--- config.mk ---
export PLATFORM = sky130hd
export DESIGN_NAME = beatPacker
export DESIGN_NICKNAME = d
export VERILOG_FILES = /design/src/design/cacheRdPkg.sv /design/src/design/beatPacker.sv
export SDC_FILE = /design/constraint.sdc
export NUM_CORES = 1
export LEC_CHECK = 0
export ABC_CLOCK_PERIOD_IN_PS = 3100
export BUFFER_PORTS_ARGS = -buffer_cell sky130_fd_sc_hd__buf_4
export CAP_MARGIN = 20
export CORE_MARGIN = 1
export CORE_UTILIZATION = 30
export DETAILED_ROUTE_END_ITERATION = 16
export SLEW_MARGIN = 20
export SYNTH_ARGS = -nofsm -noshare
export SYNTH_HDL_FRONTEND = slang
export SYNTH_SLANG_ARGS = --single-unit
--- constraint.sdc ---
create_clock -name clk -period 3.1 [get_ports clk]
set_clock_uncertainty 0.15 [all_clocks]
set_input_delay 0.155 -clock clk [delete_from_list [all_inputs] [get_ports clk]]
set_output_delay 0.155 -clock clk [all_outputs]
set_load 0.05 [all_outputs]
--- src/design/cacheRdPkg.sv ---
`default_nettype none

package cacheRdPkg;

    localparam int ADDR_BITS = 10;
    localparam int CWIDTH = 32;
    localparam int IWIDTH = 128;
    localparam int WNUM = 4;
    localparam int LEN_BITS = 8;
    localparam int ID_LEN = 2;
    localparam int BUF_LEN = 8;
    // 16 words per cache line
    localparam int LINE_WORDS_E = 4;

    localparam int WIDX_BITS = $clog2(WNUM);
    localparam int PTR_BITS = $clog2(BUF_LEN);
    localparam int FREE_BITS = $clog2(BUF_LEN) + 1;
    // Up to three accumulated words plus two MMIO entries
    localparam int FLIGHT_BITS = 4;
    localparam int CREDIT_BITS = FREE_BITS + WIDX_BITS;

    typedef enum logic {
        KIND_CACHE,
        KIND_MMIO
    } reqKind;

    typedef enum logic [1:0] {
        SEQ_IDLE,
        SEQ_READ,
        SEQ_HOLD
    } seqState;

    // len holds the number of words minus one
    typedef struct packed {
        logic [ID_LEN-1:0] id;
        logic [ADDR_BITS-1:0] addr;
        logic [LEN_BITS-1:0] len;
        reqKind kind;
        logic [31:0] mmioData;
    } readReq;

    typedef struct packed {
        logic valid;
        logic [ID_LEN-1:0] id;
        reqKind kind;
        logic last;
        logic [31:0] mmioData;
    } readMeta;

    typedef struct packed {
        logic [IWIDTH-1:0] data;
        logic [ID_LEN-1:0] id;
        logic last;
    } beat;

endpackage

`default_nettype wire

--- src/design/beatPacker.sv ---
`timescale 1ns/1ps
`default_nettype none

module beatPacker import cacheRdPkg::*; (
    input  logic clk,
    input  logic rst,
    input  readMeta issueMeta,
    input  logic [CWIDTH-1:0] rdData,
    output logic [FLIGHT_BITS-1:0] inFlight,
    output logic fifoWrite,
    output beat fifoBeat
);

    readMeta [1:0] metaSr;
    readMeta head;
    logic [WNUM-2:0][CWIDTH-1:0] acc;
    logic [WIDX_BITS-1:0] accIdx;
    logic doAcc;

    function automatic logic [FLIGHT_BITS-1:0] wordWeight(input readMeta m);
        logic [FLIGHT_BITS-1:0] w;
        w = '0;
        if (m.valid) begin
            w = (m.kind == KIND_MMIO) ? FLIGHT_BITS'(WNUM) : FLIGHT_BITS'(1);
        end
        return w;
    endfunction

    // Words still owed to the FIFO
    // an MMIO entry takes a whole slot so it weighs as four words
    assign inFlight = FLIGHT_BITS'(accIdx) + wordWeight(metaSr[0]) + wordWeight(metaSr[1]);

    // Second stage lines up with rdData
    assign head = metaSr[1];

    always_comb begin
        fifoWrite = 1'b0;
        fifoBeat = '0;
        doAcc = 1'b0;
        if (head.valid) begin
            fifoBeat.id = head.id;
            fifoBeat.last = head.last;
            if (head.kind == KIND_MMIO) begin
                fifoWrite = 1'b1;
                fifoBeat.data = IWIDTH'(head.mmioData);
            end else if (accIdx == WIDX_BITS'(WNUM - 1)) begin
                fifoWrite = 1'b1;
                fifoBeat.data = {rdData, acc};
            end else begin
                doAcc = 1'b1;
            end
        end
    end

    always_ff @(posedge clk) begin
        if (rst) begin
            metaSr <= '0;
            accIdx <= '0;
        end else begin
            metaSr <= {metaSr[0], issueMeta};
            if (doAcc) begin
                accIdx <= accIdx + 1'b1;
            end else if (fifoWrite && head.kind == KIND_CACHE) begin
                accIdx <= '0;
            end
        end
    end

    always_ff @(posedge clk) begin
        if (doAcc) begin
            acc[accIdx] <= rdData;
        end
    end

    // Transfer end must coincide with a beat boundary
    lastOnBeat: assert property (@(posedge clk) disable iff (rst)
        head.valid && head.kind == KIND_CACHE && accIdx != WIDX_BITS'(WNUM - 1) |-> !head.last)
        else $error("last flag on a partial beat");

endmodule

`default_nettype wire

==> impl.org <==
** Synthesis
- Counting every net in the synthesized netlist gives 557.
- Sorting the synthesized cells by area gives the leading types as edfxtp_1 (45%), dfxtp_1 (24%), nor2b_1 (11%), and3_1 (9.7%), a22oi_1 (3.8%).
- Post-Syn Area per Cell :: 13.3 sq um
- Share of synthesized area occupied by flip-flops and latches :: 69.2%
- In this run, distinct cell masters in the synthesized netlist total 24.
- The synthesized design contains 172 register bits.
- Share of Yosys cell area claimed by the top area cell type :: 45.3%
- Number of standard cells after synthesis :: 479
- Summing every instance area after synthesis gives 6360 sq um.
- Cell type contributing the most total cell area after synthesis :: edfxtp_1
- Total of warnings raised by yosys :: 0

** Clock network
- The clock passes through at most 2 buffers.
- TritonCTS created 17 clock buffers.
- CTS Root Cell :: clkbuf_16
- TritonCTS built the clock tree.
- TritonCTS sink count :: 172
- Post-CTS setup-driven buffer insertion count :: 0
- Once the clock tree was built, the resizer swapped 0 gates to a different size.
- Register clock-pin slew on the reported worst setup and hold paths :: 0.07 ns
- Clock latency on the worst-skew pair, taken at its later pin, is 0.42 ns.
- H-tree levels :: 4

** Drt
- Post-route DRC violation count :: 0
- After the first detailed-routing iteration, the DRC count stood at 157.
- The detail route stage leaves a number of antenna-violating nets equal to 0.
- Count of vias placed by the detailed router :: 4486
- The pre-antenna-repair detailed-routing pass consisted of 4 iterations.
- Final wirelength :: 15.5 mm
- DR WL/cell :: 15.2 um
- Via/cell ratio :: 4.41

** Place
- Post-place setup slack :: 0.892 ns
- Summed over all nets, the half-perimeter wirelength after detailed placement is 9.74 mm.
- After detailed placement, the total cell area comes to 8090 sq um.
- The congestion estimate from routability-driven global placement came to 0.738.
- In this run the tool buffered the top-level ports with 206 buffer cells.

** GRT
- The first global-routing pass estimated 24.2 mm of wire.
- Entering global routing, the biggest net connects 129 pins.
- Initial antenna violation count :: 0
- GRT Resource Usage Total :: 14.5%
- Via count of the first global-routing pass :: 4640
- The total overflow left after global routing is 0.

** Timing
- Final Slew Violations :: 0
- The final critical path takes up 82.6% of the cycle.
- Worst Hold Slack :: 0.160 ns
- Headroom to the max-slew limit came out at 45.6%.
- Setup violations remaining at the end of the flow were counted as 0.
- Setup total negative slack on the finished layout was measured at 0 ns.
- Static timing analysis puts the maximum clock frequency at 391 MHz.
- Setup repair after global routing left no endpoint under its margin.
- Post-route minimum period :: 2.56 ns
- Final Hold Fails :: 0
- Worst slew pin tran :: 0.815 ns
- Post-route setup slack :: 0.540 ns

** Worst setup path
- CP Buf/Inv Count :: 2
- Start point of the critical path :: accIdx[1]$_SDFFE_PP0P_
- Internal reg-to-reg setup slack :: 0.90 ns
- Of all nets on the critical path, the largest fanout is 128.
- Top delay family on crit path :: buffers and inverters
- The critical path goes through ha_1, nor2b_4, buf_12, a22oi_1, nor2b_1, buf_4.
- Critical Path Max Stage Delay :: 0.43 ns
- Data on the critical path arrives at its endpoint at 2.26 ns.
- Total number of cells along the worst setup path :: 6
- Reg2reg start :: accIdx[1]$_SDFFE_PP0P_
- CP Data Required Time :: 2.79 ns
- The worst setup path is launched from a register.
- Category of the most critical setup path :: reg -> out
- Logic depth of the worst register-to-register path :: 3
- STA classifies the critical path endpoint as an output pin.
- Termination of the worst setup path :: fifoBeat[30]
- The endpoint identified for the worst register-to-register timing path is acc[80]$_DFFE_PP_.
- Cell with the largest stage delay on the worst path :: dfxtp_1

** Die
- Overall die height :: 148 um
- The die is 148 um wide.
- Pin placement for this block handled 207 I/O pins.
- Placement Rows :: 52
- Starting density of the core :: 31.0%
- Area of the die :: 21800 sq um
- Placeable core region :: 20500 sq um

** Pwr
- Cell leakage power :: 4.09 nW
- Summing internal, switching and leakage power gives 4.85 mW.
- Maximum vdd drop :: 0.351 mV
- In this run the power density over the cells is 518 nW/um^2.

** Cells and area
- Area of all placed cells without fillers :: 9370 sq um
- Antenna diodes :: 0
- Layout cell share with drive strength beyond 1 :: 33.2%
- Most frequent standard cell in the layout excluding fill and tap cells :: buf_4
- Top library cells by usage in the layout, fill and taps aside :: buf_4 (208), nor2b_1 (107), and3_1 (96), edfxtp_1 (96), dfxtp_1 (74)
- For this run, the post-layout net count is 813.
- Relative area change from synthesis to final layout :: 47.2%
- The layout has 1888 filler cells.

** Status
- Result of the run :: completed

** Hold path
- The worst hold path was traced through 2 stages.
- Min-Delay Path Class :: in -> reg

** Run
- Max-cap violations in this run came to 0.
routing by layer:
metal	share of wire [%]	vias up	track usage, %
li1	-	2191	-
met1	44	2138	17.6
met2	49	144	24.8
met3	5.6	13	3.98
met4	1.1	0	5.05
met5	0	-	0
synth_stat cells:
library cell	n
buf_6	4
clkbuf_2	7
nand2b_1	1
and3_1	99
edfxtp_1	96
nand3_1	1
dfxtp_1	76
a31o_2	1
nor2b_2	1
inv_1	4
clkbuf_1	26
buf_4	3
a21oi_1	2
fa_1	1
or3b_1	1
nand2b_4	1
ha_1	6
nand2_1	2
nor2_1	1
xor2_1	1
a22oi_1	32
buf_2	1
nor2b_1	107
and2_1	5
sequential cells by signal, indices dropped and copies added, names as in the netlist:
| register | cells |
|---|---|
| acc | 96 |
| head | 37 |
| metaSr | 37 |
| accIdx | 2 |
what timing repair did:
action	4_1_cts	5_1_grt
setup endpoints to repair	0	0
hold buffers	69	0
hold endpoints to repair	133	0
metrics by stage:
step	cells	util [%]
2_1_floorplan	479	-
3_3_place_gp	917	39.5
3_5_place_dp	917	39.5
4_1_cts	1018	45.7
5_1_grt	1018	45.7
6_report	1018	45.7
cell type report:
type | instances | area, sq um | area share (%)
Clock buffer | 21 | 482 | 5.14
Clock inverter | 11 | 104 | 1.11
Inverter | 4 | 15.0 | 0.160
Multi-Input combinational cell | 262 | 1750 | 18.6
Sequential cell | 172 | 4410 | 47.1
Tap cell | 270 | 338 | 3.61
Timing Repair Buffer | 278 | 2270 | 24.3
where the power goes:
part           internal, mW  switching (mW)  total (mW)
logic                 0.155           0.116       0.271
clock network          1.21           0.877        2.08
registers              2.47          0.0259        2.49
how the worst min path moves through the flow:
stage                     slack (ns)  startpoint                   end
after floorplan                 0.10   rdData[0]      acc[0]$_DFFE_PP_
after global placement          0.21  rdData[27]     acc[27]$_DFFE_PP_
after detailed placement        0.22   rdData[1]      acc[1]$_DFFE_PP_
after CTS                       0.15         rst  metaSr[7]$_SDFF_PP0_
after global routing            0.17         rst  metaSr[7]$_SDFF_PP0_
final                           0.16         rst  metaSr[2]$_SDFF_PP0_
logic make-up (layout without fill, tap and decap cells):
family | count (synthesis) | in the layout | synth area share (%)
AOI/OAI and AO/OA | 35 | 35 | 4.07
xor gates and xnor gates | 1 | 1 | 0.138
adders and majority gates | 7 | 7 | 1.49
buffers and inverters | 45 | 314 | 3.46
DFF | 172 | 172 | 69.2
and+or+nand+nor | 219 | 219 | 21.6
Power figures use the tool's default switching activity.
