[src/design/cacheRdPkg.sv]
`default_nettype none

package cacheRdPkg;

    localparam int ADDR_BITS = 10;
    localparam int CWIDTH = 32;
    localparam int IWIDTH = 128;
    localparam int WNUM = 4;
    localparam int LEN_BITS = 8;
    localparam int ID_LEN = 2;
    localparam int BUF_LEN = 8;
    // 16 words per cache line
    localparam int LINE_WORDS_E = 4;

    localparam int WIDX_BITS = $clog2(WNUM);
    localparam int PTR_BITS = $clog2(BUF_LEN);
    localparam int FREE_BITS = $clog2(BUF_LEN) + 1;
    // Up to three accumulated words plus two MMIO entries
    localparam int FLIGHT_BITS = 4;
    localparam int CREDIT_BITS = FREE_BITS + WIDX_BITS;

    typedef enum logic {
        KIND_CACHE,
        KIND_MMIO
    } reqKind;

    typedef enum logic [1:0] {
        SEQ_IDLE,
        SEQ_READ,
        SEQ_HOLD
    } seqState;

    // len holds the number of words minus one
    typedef struct packed {
        logic [ID_LEN-1:0] id;
        logic [ADDR_BITS-1:0] addr;
        logic [LEN_BITS-1:0] len;
        reqKind kind;
        logic [31:0] mmioData;
    } readReq;

    typedef struct packed {
        logic valid;
        logic [ID_LEN-1:0] id;
        reqKind kind;
        logic last;
        logic [31:0] mmioData;
    } readMeta;

    typedef struct packed {
        logic [IWIDTH-1:0] data;
        logic [ID_LEN-1:0] id;
        logic last;
    } beat;

endpackage

`default_nettype wire

[src/design/wordCounter.sv]
`timescale 1ns/1ps
`default_nettype none

module wordCounter import cacheRdPkg::*; (
    input  logic clk,
    input  logic rst,
    input  logic start,
    input  logic advance,
    input  logic [ADDR_BITS-1:0] startAddr,
    input  logic [LEN_BITS-1:0] len,
    output logic [ADDR_BITS-1:0] addr,
    output logic last
);

    logic [LEN_BITS-1:0] progress;
    logic [LINE_WORDS_E-1:0] lineOffset;

    always_ff @(posedge clk) begin
        if (rst) begin
            progress <= '0;
        end else if (start) begin
            progress <= '0;
        end else if (advance) begin
            progress <= progress + 1'b1;
        end
    end

    // Offset wraps inside the line, line bits come from the start address
    assign lineOffset = startAddr[LINE_WORDS_E-1:0] + progress[LINE_WORDS_E-1:0];
    assign addr = {startAddr[ADDR_BITS-1:LINE_WORDS_E], lineOffset};

    assign last = (progress == len);

endmodule

`default_nettype wire

[src/design/readSequencer.sv]
`timescale 1ns/1ps
`default_nettype none

module readSequencer import cacheRdPkg::*; (
    input  logic clk,
    input  logic rst,
    input  logic reqValid,
    input  readReq req,
    output logic reqReady,
    output logic rdEn,
    output logic [ADDR_BITS-1:0] rdAddr,
    input  logic rdReady,
    input  logic [FREE_BITS-1:0] freeSlots,
    input  logic [FLIGHT_BITS-1:0] inFlight,
    output readMeta issueMeta,
    output logic readDone,
    output logic [ID_LEN-1:0] readDoneId
);

    seqState state;
    seqState stateNext;
    readReq cur;
    readReq queued;
    logic queuedValid;
    logic active;
    logic isMmio;
    logic creditOk;
    logic issue;
    logic readSucc;
    logic metaLast;
    logic lastSucc;
    logic accept;
    logic loadCur;
    logic queueLoad;
    logic wcLast;
    logic [CREDIT_BITS-1:0] credit;

    wordCounter progressCtr (
        .clk(clk),
        .rst(rst),
        .start(loadCur),
        .advance(readSucc),
        .startAddr(cur.addr),
        .len(cur.len),
        .addr(rdAddr),
        .last(wcLast)
    );

    assign active = (state != SEQ_IDLE);
    assign isMmio = (cur.kind == KIND_MMIO);

    // Each free FIFO slot covers one beat of four words
    assign credit = CREDIT_BITS'(freeSlots) * CREDIT_BITS'(WNUM);
    assign creditOk = credit > CREDIT_BITS'(inFlight);

    assign issue = active && creditOk;
    assign readSucc = issue && (rdReady || isMmio);
    assign metaLast = wcLast || isMmio;
    assign lastSucc = readSucc && metaLast;

    assign reqReady = !queuedValid || lastSucc;
    assign accept = reqValid && reqReady;
    assign loadCur = (!active && accept) || (lastSucc && (queuedValid || accept));
    assign queueLoad = accept && active && (queuedValid || !lastSucc);

    assign rdEn = issue && !isMmio;

    assign issueMeta = '{valid: readSucc, id: cur.id, kind: cur.kind,
                         last: metaLast, mmioData: cur.mmioData};

    // Array may reuse the location once it has been read
    assign readDone = readSucc && !isMmio;
    assign readDoneId = cur.id;

    always_comb begin
        stateNext = state;
        case (state)
            SEQ_IDLE: begin
                if (accept) begin
                    stateNext = SEQ_READ;
                end
            end
            SEQ_READ, SEQ_HOLD: begin
                if (lastSucc && !queuedValid && !accept) begin
                    stateNext = SEQ_IDLE;
                end else if (readSucc) begin
                    stateNext = SEQ_READ;
                end else begin
                    stateNext = SEQ_HOLD;
                end
            end
            default: stateNext = SEQ_IDLE;
        endcase
    end

    always_ff @(posedge clk) begin
        if (rst) begin
            state <= SEQ_IDLE;
            queuedValid <= 1'b0;
        end else begin
            state <= stateNext;
            if (queueLoad) begin
                queuedValid <= 1'b1;
            end else if (lastSucc && queuedValid) begin
                queuedValid <= 1'b0;
            end
        end
    end

    always_ff @(posedge clk) begin
        if (loadCur) begin
            cur <= queuedValid ? queued : req;
        end
        if (queueLoad) begin
            queued <= req;
        end
    end

    lenMultiple: assert property (@(posedge clk) disable iff (rst)
        accept && req.kind == KIND_CACHE |-> req.len[WIDX_BITS-1:0] == WIDX_BITS'(WNUM - 1))
        else $error("cache request length is not a multiple of four words");

endmodule

`default_nettype wire

[config.mk]
export PLATFORM = sky130hd
export DESIGN_NAME = readSequencer
export DESIGN_NICKNAME = d
export VERILOG_FILES = /design/src/design/cacheRdPkg.sv /design/src/design/wordCounter.sv /design/src/design/readSequencer.sv
export SDC_FILE = /design/constraint.sdc
export NUM_CORES = 1
export LEC_CHECK = 0
export ABC_AREA = 1
export BUFFER_PORTS_ARGS = -buffer_cell sky130_fd_sc_hd__buf_2
export CAP_MARGIN = 0
export CELL_PAD_IN_SITES_DETAIL_PLACEMENT = 0
export CELL_PAD_IN_SITES_GLOBAL_PLACEMENT = 2
export CORE_MARGIN = 2
export CORE_UTILIZATION = 37
export CTS_BUF_LIST = sky130_fd_sc_hd__clkbuf_16
export DETAILED_ROUTE_END_ITERATION = 10
export PLACE_DENSITY = 0.88
export REMOVE_ABC_BUFFERS = 1
export SLEW_MARGIN = 5
export SYNTH_ARGS = -nofsm -noshare
export SYNTH_HDL_FRONTEND = slang
export SYNTH_SLANG_ARGS = --single-unit
[constraint.sdc]
create_clock -name clk -period 7.9 [get_ports clk]
set_input_delay 0.395 -clock clk [delete_from_list [all_inputs] [get_ports clk]]
set_output_delay 0.395 -clock clk [all_outputs]
set_load 0.1 [all_outputs]
==> impl_metrics.xml <==
<?xml version="1.0" encoding="UTF-8"?>
<metrics>
  <group name="synthesis">
    <metric name="yosysSeqAreaShare" unit="%">65.57</metric>
    <metric name="netlist_top_cells_area" unit="">sky130_fd_sc_hd__edfxtp_1 (61%), sky130_fd_sc_hd__nand2_1 (14%), sky130_fd_sc_hd__buf_4 (6.5%), sky130_fd_sc_hd__dfxtp_1 (4.2%), sky130_fd_sc_hd__inv_1 (2.7%)</metric>
    <metric name="async_reset_ff_share" unit="%">0</metric>
    <metric name="postSynthCellCount" unit="">479</metric>
    <metric name="ys_types" unit="">25</metric>
    <metric name="synth.avg_cell_area" unit="sq um">10.84</metric>
    <metric name="yosysTopAreaCellShare" unit="%">61.33</metric>
    <metric name="post-synth-top-count-cell" unit="">sky130_fd_sc_hd__nand2_1</metric>
    <metric name="synth_commonest_cells" unit="">sky130_fd_sc_hd__nand2_1 (194), sky130_fd_sc_hd__edfxtp_1 (106), sky130_fd_sc_hd__buf_4 (45)</metric>
    <metric name="synth_enable_flop_cells" unit="">106</metric>
    <metric name="mappedNetlistArea" unit="sq mm">0.005190</metric>
    <metric name="synth.ff_latch_count" unit="">117</metric>
    <metric name="yosys.area.top_type" unit="">sky130_fd_sc_hd__edfxtp_1</metric>
    <metric name="postSynth.topFlopCell" unit="">sky130_fd_sc_hd__edfxtp_1</metric>
    <metric name="yosysWarnings" unit="">0</metric>
  </group>
  <group name="routing">
    <metric name="drt_pre_antenna_iters" unit="">5</metric>
    <metric name="dr_total_vias" unit="">3348</metric>
    <metric name="final_antenna_net_count" unit="">0</metric>
    <metric name="wl" unit="microns">10150</metric>
    <metric name="wl_per_cell" unit="microns">13.45</metric>
    <metric name="viasPerCell" unit="">4.434</metric>
    <metric name="number_of_remaining_drc_errors" unit="">0</metric>
    <metric name="detailed_route_iter0_violations" unit="">153</metric>
  </group>
  <group name="die">
    <metric name="rows" unit="">43</metric>
    <metric name="starting_utilization_of_the_core_area" unit="%">37.68</metric>
    <metric name="die_w" unit="microns">122.4</metric>
    <metric name="die-area" unit="sq mm">0.01499</metric>
    <metric name="die_y" unit="microns">122.4</metric>
    <metric name="ios" unit="">117</metric>
    <metric name="core_region_area" unit="sq mm">0.01377</metric>
  </group>
  <group name="flow_run">
    <metric name="max_cap_violations" unit="">0</metric>
  </group>
  <group name="clock_network">
    <metric name="h-tree-depth" unit="">4</metric>
    <metric name="cts_root_buffer" unit="">sky130_fd_sc_hd__clkbuf_16</metric>
    <metric name="cts-buffers-inserted" unit="">17</metric>
    <metric name="tritoncts_num_sinks" unit="">117</metric>
    <metric name="post-cts-setup-buffers" unit="">0</metric>
    <metric name="worstSkewPairLatency" unit="ns">0.40</metric>
    <metric name="cts_tree" unit="">yes</metric>
    <metric name="cts_hold_buffers" unit="">0</metric>
    <metric name="cts-resized-gates" unit="">0</metric>
    <metric name="cts.clk_slew.worst_paths" unit="ns">0.06</metric>
    <metric name="max_clock_buf_depth" unit="">2</metric>
  </group>
  <group name="global_route">
    <metric name="grt.total_usage" unit="%">14.19</metric>
    <metric name="largest_net_degree_at_the_start_of_global_routing" unit="">58</metric>
    <metric name="antenna_found_initial" unit="">2</metric>
    <metric name="grt_pass1_vias" unit="">3311</metric>
    <metric name="grt_overflow_total" unit="">0</metric>
    <metric name="grt_first_pass_wirelength" unit="microns">16190</metric>
  </group>
  <group name="timing">
    <metric name="worstMarginPinSlew" unit="ns">0.9626</metric>
    <metric name="timing.final.crit_share" unit="%">32.97</metric>
    <metric name="unrepaired_setup_endpoints_after_global_routing" unit="">false</metric>
    <metric name="worst_hold_slack" unit="ns">0.1832</metric>
    <metric name="setup-violations-final" unit="">0</metric>
    <metric name="final_number_of_hold_violating_endpoints" unit="">0</metric>
    <metric name="final-max-slew-violation-count" unit="">0</metric>
    <metric name="clock-skew-final" unit="ns">0.007171</metric>
    <metric name="timing.fmax" unit="MHz">383.9</metric>
    <metric name="finalWorstPathRequiredPeriod" unit="ns">2.605</metric>
    <metric name="timing.setup.tns" unit="ns">0</metric>
    <metric name="slew_headroom" unit="%">35.83</metric>
  </group>
  <group name="critical_path">
    <metric name="worst_setup_path_class" unit="">flop to output pin</metric>
    <metric name="element_type_at_the_critical_path_end" unit="">output pin</metric>
    <metric name="crit_path_start" unit="">state[0]</metric>
    <metric name="cp_data_required_time" unit="ns">7.51</metric>
    <metric name="worstPathMaxFanout" unit="">8</metric>
    <metric name="critical_path.startpoint_type" unit="">flop</metric>
    <metric name="regToRegStartpoint" unit="">state[0]</metric>
    <metric name="arrival" unit="ns">2.21</metric>
  </group>
  <group name="final_layout">
    <metric name="design_area" unit="sq mm">0.006243</metric>
    <metric name="layout-area-overhead-vs-synth" unit="%">20.30</metric>
    <metric name="nNetsFinal" unit="">634</metric>
    <metric name="layout-drive-gt1-share" unit="%">28.97</metric>
  </group>
  <group name="status">
    <metric name="status" unit="">complete, no violations</metric>
  </group>
  <group name="place">
    <metric name="gp_routability_congestion" unit="">0.7921</metric>
    <metric name="placement.io_buffers" unit="">116</metric>
    <metric name="hpwlAfterDp" unit="microns">6504</metric>
    <metric name="dpl-instance-area" unit="sq mm">0.005630</metric>
  </group>
  <group name="worst_hold_path">
    <metric name="min-delay-start" unit="">req[31]</metric>
    <metric name="min_path_type" unit="">primary input to flop</metric>
  </group>
</metrics>
[critical path, cell delays in order (launching register included)]
cell and delay (ns):
sky130_fd_sc_hd__dfxtp_1 0.33, sky130_fd_sc_hd__inv_1 0.06, sky130_fd_sc_hd__ha_1 0.26, sky130_fd_sc_hd__inv_1 0.21, sky130_fd_sc_hd__nand4_4 0.22, sky130_fd_sc_hd__inv_4 0.16
sky130_fd_sc_hd__nand2_4 0.07, sky130_fd_sc_hd__nand2_4 0.07, sky130_fd_sc_hd__buf_2 0.44
[placed cells by master, fill, tap and decap left out]
| cell type | instances |
|---|---|
| sky130_fd_sc_hd__inv_6 | 1 |
| sky130_fd_sc_hd__edfxtp_1 | 106 |
| sky130_fd_sc_hd__fa_1 | 1 |
| sky130_fd_sc_hd__inv_4 | 1 |
| sky130_fd_sc_hd__nand3_1 | 8 |
| sky130_fd_sc_hd__clkinvlp_4 | 4 |
| sky130_fd_sc_hd__diode_2 | 2 |
| sky130_fd_sc_hd__nor2_1 | 20 |
| sky130_fd_sc_hd__clkbuf_16 | 17 |
| sky130_fd_sc_hd__nand2_2 | 2 |
| sky130_fd_sc_hd__nand4_1 | 2 |
| sky130_fd_sc_hd__nor2_4 | 1 |
| sky130_fd_sc_hd__nor3_1 | 2 |
| sky130_fd_sc_hd__o21ai_0 | 3 |
| sky130_fd_sc_hd__inv_1 | 36 |
| sky130_fd_sc_hd__nand4_4 | 1 |
| sky130_fd_sc_hd__buf_4 | 3 |
| sky130_fd_sc_hd__nand2_1 | 194 |
| sky130_fd_sc_hd__buf_2 | 116 |
| sky130_fd_sc_hd__clkinv_4 | 5 |
| sky130_fd_sc_hd__nor2_2 | 1 |
| sky130_fd_sc_hd__a21oi_1 | 4 |
| sky130_fd_sc_hd__clkinv_2 | 2 |
| sky130_fd_sc_hd__nand2_4 | 4 |
| sky130_fd_sc_hd__xnor2_1 | 6 |
| sky130_fd_sc_hd__xor2_1 | 7 |
| sky130_fd_sc_hd__dfxtp_2 | 1 |
| sky130_fd_sc_hd__inv_2 | 2 |
| sky130_fd_sc_hd__dfxtp_1 | 10 |
| sky130_fd_sc_hd__ha_1 | 8 |
| sky130_fd_sc_hd__o21ai_2 | 2 |
| sky130_fd_sc_hd__bufinv_16 | 3 |
[flip-flops by register name (all words and copies together) (netlist names)]
name / cells
queued: 53
issueMeta: 32
cur: 18
progressCtr.progress: 8
readDoneId: 2
state: 2
isMmio: 1
queuedValid: 1
[kinds of logic (layout without fill, tap and decap cells)]
logic type	count (synthesis)	after routing	synth area share, %
AO/OA/AOI/OAI	9	9	1.013
XOR/XNOR	13	13	2.194
adder cells (fa/ha/maj)	9	9	2.314
buffers and inverters	96	190	10.51
flip-flops	117	117	65.57
other	0	2	0
AND/OR/NAND/NOR	235	235	18.39
[routing by layer]
layer  GRT usage [%]  share of wire (%)  up-vias
li1                -                  -     1659
met1           18.63                 45     1559
met2           21.35                 46      118
met3           4.554                7.3       12
met4           6.681                1.8        0
met5               0                  0        -
[through the flow]
step / std cells / setup WS (ns) / utilization, %
2_1_floorplan: 422 / 3.017 / -
3_3_place_gp: 721 / 5.304 / 40.88
3_5_place_dp: 721 / 5.281 / 40.88
4_1_cts: 753 / 5.266 / 45.29
5_1_grt: 753 / 5.142 / 45.29
6_report: 755 / 5.295 / 45.33
[final timing paths]
path | to | slack, ns | depth (start not counted)
min reg2reg | issueMeta[21] | 0.52 | 2
max reg2reg | cur[34] | 5.40 | 10
min | queued[31] | 0.18 | 1
max | reqReady | 5.30 | 8
[cell type report]
class | count | area (sq um)
Inverter | 39 | 148.9
Clock buffer | 17 | 425.4
Tap cell | 180 | 225.2
Timing Repair Buffer | 119 | 603.1
Antenna cell | 2 | 5.005
Sequential cell | 117 | 3405
Multi-Input combinational cell | 266 | 1249
Fill cell | 1309 | 7530
Clock inverter | 15 | 182.7
Power is left out: the tool's default activity adds up to more than one toggle a clock period on the data nets, which glitch-free logic cannot reach.
