===== src/design/cacheRdPkg.sv =====
`default_nettype none

package cacheRdPkg;

    localparam int ADDR_BITS = 10;
    localparam int CWIDTH = 32;
    localparam int IWIDTH = 128;
    localparam int WNUM = 4;
    localparam int LEN_BITS = 8;
    localparam int ID_LEN = 2;
    localparam int BUF_LEN = 8;
    // 16 words per cache line
    localparam int LINE_WORDS_E = 4;

    localparam int WIDX_BITS = $clog2(WNUM);
    localparam int PTR_BITS = $clog2(BUF_LEN);
    localparam int FREE_BITS = $clog2(BUF_LEN) + 1;
    // Up to three accumulated words plus two MMIO entries
    localparam int FLIGHT_BITS = 4;
    localparam int CREDIT_BITS = FREE_BITS + WIDX_BITS;

    typedef enum logic {
        KIND_CACHE,
        KIND_MMIO
    } reqKind;

    typedef enum logic [1:0] {
        SEQ_IDLE,
        SEQ_READ,
        SEQ_HOLD
    } seqState;

    // len holds the number of words minus one
    typedef struct packed {
        logic [ID_LEN-1:0] id;
        logic [ADDR_BITS-1:0] addr;
        logic [LEN_BITS-1:0] len;
        reqKind kind;
        logic [31:0] mmioData;
    } readReq;

    typedef struct packed {
        logic valid;
        logic [ID_LEN-1:0] id;
        reqKind kind;
        logic last;
        logic [31:0] mmioData;
    } readMeta;

    typedef struct packed {
        logic [IWIDTH-1:0] data;
        logic [ID_LEN-1:0] id;
        logic last;
    } beat;

endpackage

`default_nettype wire


===== src/design/beatFifo.sv =====
`timescale 1ns/1ps
`default_nettype none

module beatFifo import cacheRdPkg::*; (
    input  logic clk,
    input  logic rst,
    input  logic wrEn,
    input  beat wrBeat,
    output logic [FREE_BITS-1:0] freeSlots,
    output logic outValid,
    output beat outBeat,
    input  logic outReady
);

    beat mem [0:BUF_LEN-1];
    logic [PTR_BITS-1:0] wrPtr;
    logic [PTR_BITS-1:0] rdPtr;
    logic [FREE_BITS-1:0] count;
    logic pop;

    assign outValid = (count != '0);
    assign outBeat = mem[rdPtr];
    assign pop = outValid && outReady;

    assign freeSlots = FREE_BITS'(BUF_LEN) - count;

    always_ff @(posedge clk) begin
        if (wrEn) begin
            mem[wrPtr] <= wrBeat;
        end
    end

    // Pointers wrap on their own since the depth is a power of two
    always_ff @(posedge clk) begin
        if (rst) begin
            wrPtr <= '0;
            rdPtr <= '0;
            count <= '0;
        end else begin
            if (wrEn) begin
                wrPtr <= wrPtr + 1'b1;
            end
            if (pop) begin
                rdPtr <= rdPtr + 1'b1;
            end
            case ({wrEn, pop})
                2'b10: count <= count + 1'b1;
                2'b01: count <= count - 1'b1;
                default: count <= count;
            endcase
        end
    end

    // Upstream credit keeps the buffer from overflowing
    noOverflow: assert property (@(posedge clk) disable iff (rst)
        wrEn |-> count != FREE_BITS'(BUF_LEN))
        else $error("beat written into a full FIFO");

endmodule

`default_nettype wire


===== config.mk =====
export PLATFORM = sky130hd
export DESIGN_NAME = beatFifo
export DESIGN_NICKNAME = d
export VERILOG_FILES = /design/src/design/cacheRdPkg.sv /design/src/design/beatFifo.sv
export SDC_FILE = /design/constraint.sdc
export NUM_CORES = 1
export LEC_CHECK = 0
export ABC_AREA = 1
export ABC_CLOCK_PERIOD_IN_PS = 20400
export BUFFER_PORTS_ARGS = -buffer_cell sky130_fd_sc_hd__buf_4
export CAP_MARGIN = 20
export CELL_PAD_IN_SITES_DETAIL_PLACEMENT = 1
export CELL_PAD_IN_SITES_GLOBAL_PLACEMENT = 2
export CORE_MARGIN = 2
export CORE_UTILIZATION = 45
export CTS_CLUSTER_SIZE = 20
export DETAILED_ROUTE_END_ITERATION = 7
export PLACE_DENSITY_LB_ADDON = 0.1
export SLEW_MARGIN = 25
export SYNTH_ARGS = -nofsm -noshare
export SYNTH_HDL_FRONTEND = slang
export SYNTH_SLANG_ARGS = --single-unit
export TNS_END_PERCENT = 5

===== constraint.sdc =====
create_clock -name clk -period 20.4 [get_ports clk]
set_input_delay 2.04 -clock clk [delete_from_list [all_inputs] [get_ports clk]]
set_output_delay 2.04 -clock clk [all_outputs]
set_load 0.005 [all_outputs]

==> out/results.ini, run 1 <==
[critical_path]
startpoint_type=flip-flop
endpoint_kind=output port
ff2ff_setup_slack_ps=17430
r2r_start=wrPtr[0]
crit_slowest_cell=buf_4
crit_buf_inv=4
cp_top_family=buffers and inverters
reg2reg_depth=4
critPathKind=reg2out
timing.critical_path.required_ps=18360
crit_chain=buf_4 -> buf_6 -> buf_4 -> o21ai_0 -> o22ai_1 -> nand2_1 -> nand2_1 -> buf_4
r2r_end=mem[4][50]
path_max_fanout=82
crit_top_cell=buf_4
max_stage_delay_ps=910
worstPathArrival_ps=4510

[clock_network]
postCtsSetupBuffers=0
cts.clk_slew.worst_paths_ps=60
cts_sinks=1061
cts_tree=done
cts_inserted_buffers=110
cts_hold_buf=0
clock-root-buffer=clkbuf_16
ctsHtreeMaxLevel=3
clk_latency_ps=690
clock_path_buffers=3
cts_resized=0

[place]
place.gp.congestion=0.728
dpl_cell_area_sq_um=44700
dp_cells=4408
port_buffers=270
place_hpwl_um=55300

[pwr]
ir_worst_vdd_mv=0.143
clkPwrFrac_pct=33.7
internal_power_mw=3.96
seqPwrFrac_pct=44.8
switchingPower_mw=1.59
p_sw_share_pct=28.6
powerDensity_nw_per_um2=115
comb_power_share_pct=21.5
p_leak_nw=16.3
total_power_mw=5.55

[die]
pin_count=271
start_util_pct=45.3
row_count=112
die_area_sq_um=96100
die_h_um=310
die_w_um=310
core_sq_um=93000

[route]
vias=25186
wire_per_inst_um=23.3
wirelength_um=108000
vias_per_cell=5.46
drc=0
postRouteAntennaNets=0
first_iter_violations=1582
first_pass_iters=7

[timing]
finalCriticalPeriod_ps=6550
setup_violations=0
min_period_over_period_pct=32.1
slew_headroom_pct=27.2
fin_tns_setup_ps=0
tightestPinTransition_ps=1090
rsz0062_at_grt=false
skew_ps=13.3
hold_viol=0
fmax_ghz=0.153
slew_violations=0

[grt]
grtUsageTotal_pct=22.3
grt_pass1_wl_um=161000
grt_pass1_vias=27037
antenna_found_initial=13
grt-ovfl-total=0
grt_max_degree=223

[cells_and_area]
stdcell_count=4611
final_nets=3407
layout_common_cells=edfxtp_1, nand2_1, nor2_1
syn2layout_area_growth_pct=14.0
drive_gt1_share_pct=17.5
final_common_cell=edfxtp_1
fill_cells=9215
final_util_pct=51.6
fin_area_sq_um=48100

[synthesis]
ys_warn_count=0
syn_avg_cell_area_sq_um=13.9
ys_ff_latch=1061
synth_cell_type_count=32
synth_nets=3180
netlist_area_sq_um=42200
postSynthCellCount=3039
synth-seq-area-share_pct=75.3

[hold_path]
min_from=rdPtr[1]
hp-class=reg2reg
hold_path_depth=2

[run]
maxCapViolCount=0

[status]
status=finished clean

[tightest hold or removal path: cells and delay by family, from the launching register on]
| family | cells | cell delay (ps) |
|---|---|---|
| AND/OR/NAND/NOR | 1 | 60 |
| AO/OA/AOI/OAI | 1 | 70 |
| flip-flops | 1 | 310 |
[sequential cells by signal, summed over array words and instances, names as in the netlist, named ones only]
signal,cells
mem,1048
count,4
wrPtr,3
rdPtr,3
[cell usage after synthesis, drive strengths merged]
cell / instances / share of area (%)
dlygate4sd1: 17 / 0.35
nor2: 537 / 5.5
a211oi: 2 / 0.036
a21oi: 9 / 0.11
dfxtp: 13 / 0.62
clkbuf: 63 / 0.72
nor3b: 1 / 0.018
xnor2: 3 / 0.062
or2: 2 / 0.030
xor2: 1 / 0.021
nor3: 2 / 0.024
nand3: 5 / 0.059
inv: 18 / 0.16
buf: 110 / 2.4
o22ai: 131 / 1.9
ha: 6 / 0.18
nand2: 413 / 3.7
edfxtp: 1048 / 75
mux2i: 131 / 3.1
o21ai: 527 / 6.3
[cell type report]
cell class / count / area, sq um / area share (%)
multi-input combinational: 1770 / 8940 / 18.6
timing repair buffer: 305 / 2380 / 4.95
inverter: 18 / 87.6 / 0.182
sequential: 1061 / 31700 / 66.0
antenna: 5 / 12.5 / 0.0260
tap: 1254 / 1570 / 3.26
clock inverter: 61 / 413 / 0.859
clock buffer: 137 / 2920 / 6.07
[metrics by stage]
step	worst slack (ps)	hold slack [ps]
after global routing	13480	533
final	13850	490
after CTS	13480	492
after floorplan	11890	463
after detailed placement	14210	481
after global placement	14360	462
[routing by layer]
| metal | vias up | global-route usage [%] | wire length [um] |
|---|---|---|---|
| met5 | - | 0 | 106 |
| met4 | 16 | 6.48 | 2690 |
| met3 | 186 | 4.93 | 5590 |
| met2 | 460 | 38.8 | 54200 |
| met1 | 13006 | 28.0 | 45100 |
| li1 | 11518 | - | - |
[power groups by stage]
| stage | sequential (mW) | combinational (mW) | clock (mW) |
|---|---|---|---|
| final | 2.49 | 1.19 | 1.87 |
| after global routing | 2.49 | 1.33 | 1.99 |
| after CTS | 2.49 | 1.22 | 1.92 |
| after detailed placement | 2.53 | 1.21 | 0 |
| after global placement | 2.53 | 1.16 | 0 |
| after floorplan | 2.52 | 0.840 | 0 |
[logic make-up (layout without fill, tap and decap cells)]
| kind of cell | Yosys count | in the layout | synth area share [%] |
|---|---|---|---|
| AO/OA/AOI/OAI | 669 | 669 | 8.34 |
| XOR/XNOR | 4 | 4 | 0.0831 |
| adder cells (fa/ha/maj) | 6 | 6 | 0.178 |
| buffers and inverters | 208 | 521 | 3.67 |
| flip-flops | 1061 | 1061 | 75.3 |
| multiplexers | 131 | 131 | 3.11 |
| other | 0 | 5 | 0 |
| AND/OR/NAND/NOR | 960 | 960 | 9.34 |
[how the worst max path moves through the flow]
| stage | start | endpoint | depth (start not counted) |
|---|---|---|---|
| floorplan | wrEn | mem[0][0] | 3 |
| global placement | flip-flop | outBeat[109] | 8 |
| detailed placement | flip-flop | outBeat[100] | 8 |
| CTS | flip-flop | outBeat[100] | 8 |
| global route | flip-flop | outBeat[130] | 10 |
| finish | flip-flop | outBeat[100] | 8 |
No activity file was read; power rests on OpenSTA's default activity.
==> run 2, diff against run 1 <==
--- a/config.mk
+++ b/config.mk
@@ -5,14 +5,14 @@
 export SDC_FILE = /design/constraint.sdc
 export NUM_CORES = 1
 export LEC_CHECK = 0
-export ABC_AREA = 1
-export ABC_CLOCK_PERIOD_IN_PS = 20400
+export ABC_AREA = 0
+export ABC_CLOCK_PERIOD_IN_PS = 6000
 export BUFFER_PORTS_ARGS = -buffer_cell sky130_fd_sc_hd__buf_4
 export CAP_MARGIN = 20
 export CELL_PAD_IN_SITES_DETAIL_PLACEMENT = 1
 export CELL_PAD_IN_SITES_GLOBAL_PLACEMENT = 2
 export CORE_MARGIN = 2
-export CORE_UTILIZATION = 45
+export CORE_UTILIZATION = 44
 export CTS_CLUSTER_SIZE = 20
 export DETAILED_ROUTE_END_ITERATION = 7
 export PLACE_DENSITY_LB_ADDON = 0.1
==> constraint.sdc (replaced) <==
create_clock -name clk -period 6 [get_ports clk]
set_input_delay 0.6 -clock clk [delete_from_list [all_inputs] [get_ports clk]]
set_output_delay 0.6 -clock clk [all_outputs]
set_load 0.005 [all_outputs]
==> out/results.ini, run 2 <==
[route]
wire_per_inst_um=27.2  ; +16%
first_pass_iters=5  ; -2
first_iter_violations=1142  ; -28%
vias=17534  ; -30%
wirelength_um=87100  ; -19%
vias_per_cell=5.47  ; +0.16%
postRouteAntennaNets=0  ; unchanged
drc=0  ; unchanged

[cells_and_area]
final_common_cell=edfxtp_1
fill_cells=7714  ; -16%
syn2layout_area_growth_pct=18.1
largest_reg_flops=1048  ; unchanged
fin_area_sq_um=47200  ; -1.8%
layout_common_cells=edfxtp_1, buf_4, mux4_2
final_nets=2075  ; -39%
drive_gt1_share_pct=43.4  ; +26 points
reg.largest.list=mem (1048), count (4)
top_register=mem

[clock_network]
clk_latency_ps=670  ; -20 ps
clock_path_buffers=3  ; unchanged
cts_inserted_buffers=110  ; unchanged
cts_tree=done
cts_sinks=1061  ; unchanged
postCtsSetupBuffers=0  ; unchanged
cts_hold_buf=0  ; unchanged
cts_resized=0  ; unchanged
cts.clk_slew.worst_paths_ps=60  ; about the same
clock-root-buffer=clkbuf_16
ctsHtreeMaxLevel=3  ; unchanged

[grt]
grt_pass1_vias=19908  ; -26%
grt_pass1_wl_um=132000  ; -18%
grt_max_degree=105  ; -53%
grt-ovfl-total=0  ; unchanged
antenna_found_initial=9  ; -4
grtUsageTotal_pct=19.1  ; -3.2 points

[pwr]
powerDensity_nw_per_um2=391  ; +240%
ir_worst_vdd_mv=0.240  ; +68%
p_leak_nw=15.0  ; -7.8%

[synthesis]
synth_nets=1734  ; -45%
ys_warn_count=0  ; unchanged
ys_top_cells_by_area=edfxtp_1, mux4_2, mux2_2
synth_top_area_share_pct=78.7  ; +4.1 points
syn_avg_cell_area_sq_um=25.1  ; +81%
synth_cell_type_count=26  ; -19%
synth-seq-area-share_pct=79.4  ; +4.1 points
synth_ff_type=edfxtp_1
synthTopCellsByCount=edfxtp_1, mux4_2, mux2_2, buf_2, buf_6
netlist_area_sq_um=40000  ; -5.2%
synth-async-reset-ratio_pct=0  ; unchanged
yosysTopAreaCell=edfxtp_1
synth.most_common_cell=edfxtp_1
ys_ff_latch=1061  ; unchanged
synth_edf_count=1048  ; unchanged
postSynthCellCount=1593  ; -48%

[place]
port_buffers=270  ; unchanged
place.gp.congestion=0.685  ; -5.9%
place_hpwl_um=47000  ; -15%
dpl_cell_area_sq_um=43500  ; -2.6%

[critical_path]
cp_top_family=flip-flops
path_max_fanout=58  ; -29%
max_stage_delay_ps=880  ; -30 ps
crit_buf_inv=2  ; -2
worstPathArrival_ps=3170  ; -1340 ps
startpoint_type=flip-flop
crit_slowest_cell=dfxtp_4
critPathKind=reg2out
timing.critical_path.required_ps=5400  ; -12960 ps
crit_chain=buf_12 -> mux4_2 -> mux2_2 -> buf_4
endpoint_kind=output port

[die]
die_area_sq_um=93300  ; -3.0%
die_h_um=305  ; -1.5%
core_sq_um=90000  ; -3.3%
row_count=110  ; -1.8%
die_w_um=305  ; -1.5%
start_util_pct=44.4  ; -0.89 points
pin_count=271  ; unchanged

[status]
status=finished clean

[timing]
slew_headroom_pct=39.9  ; +13 points
fmax_ghz=0.265
hold_viol=0  ; unchanged
min_period_over_period_pct=62.9
slew_violations=0  ; unchanged
finalCriticalPeriod_ps=3770
whs_ps=162  ; -329 ps
rsz0062_at_grt=false
setup_violations=0  ; unchanged
tightestPinTransition_ps=901  ; -191 ps
skew_ps=29.6  ; +16.3 ps

[hold_path]
hp-class=in2reg

[run]
maxCapViolCount=0  ; unchanged

==> run 2: kinds of logic (layout without fill, tap and decap cells) <==
| kind of cell | after synthesis | after routing | synth area share (%) |
|---|---|---|---|
| AOI/OAI and AO/OA | 7 | 7 | 0.100 |
| xor gates and xnor gates | 9 | 9 | 0.197 |
| adders and majority gates | 6 | 6 | 0.188 |
| buffers and inverters | 79 | 514 | 1.20 |
| DFF | 1061 | 1061 | 79.4 |
| muxes | 396 | 396 | 18.5 |
| other | 0 | 1 | 0 |
| and+or+nand+nor | 35 | 35 | 0.413 |
==> run 2: routing by layer <==
| layer | track usage (%) | part of all wire, % | vias to the layer above |
|---|---|---|---|
| li1 | - | - | 7532 |
| met1 | 25.6 | 43 | 9543 |
| met2 | 31.8 | 50 | 336 |
| met3 | 4.42 | 5.5 | 107 |
| met4 | 4.61 | 1.6 | 16 |
| met5 | 0 | 0.11 | - |
==> run 2: layout make-up <==
type | instances | area [sq um] | area share, %
tap | 1176 | 1470 | 3.12
multi-input combinational | 453 | 7830 | 16.6
clock inverter | 70 | 663 | 1.40
antenna | 1 | 2.50 | 0.00530
timing repair buffer | 304 | 2470 | 5.23
inverter | 4 | 15.0 | 0.0318
sequential | 1061 | 31700 | 67.2
clock buffer | 136 | 3010 | 6.37
==> run 2: metrics by stage <==
| step | power [mW] | instances | utilization (%) | setup slack [ps] | setup TNS [ps] |
|---|---|---|---|---|---|
| global placement | 11.8 | 2998 | 48.4 | 2840 | 0 |
| floorplan | 10.7 | 1593 | - | -798 | -698390 |
| CTS | 18.7 | 3204 | 52.4 | 2100 | 0 |
| detailed placement | 11.9 | 2998 | 48.4 | 2840 | 0 |
| finish | 18.4 | 3205 | 52.4 | 2230 | 0 |
| global route | 19.2 | 3205 | 52.4 | 1990 | 0 |
==> run 2: report_power, final <==
part	switching, mW	internal, mW
logic	1.34	1.77
registers	0.149	8.36
clock network	2.77	4.06
total	4.25	14.2
==> run 2: final timing paths <==
check             start           end  slack (ps)  cells past startpoint
min          wrBeat[77]    mem[1][77]         160                      1
max           flip-flop  outBeat[103]        2230                      4
min reg2reg    rdPtr[1]     flip-flop         500                      2
max reg2reg    count[0]      count[3]        3240                      9
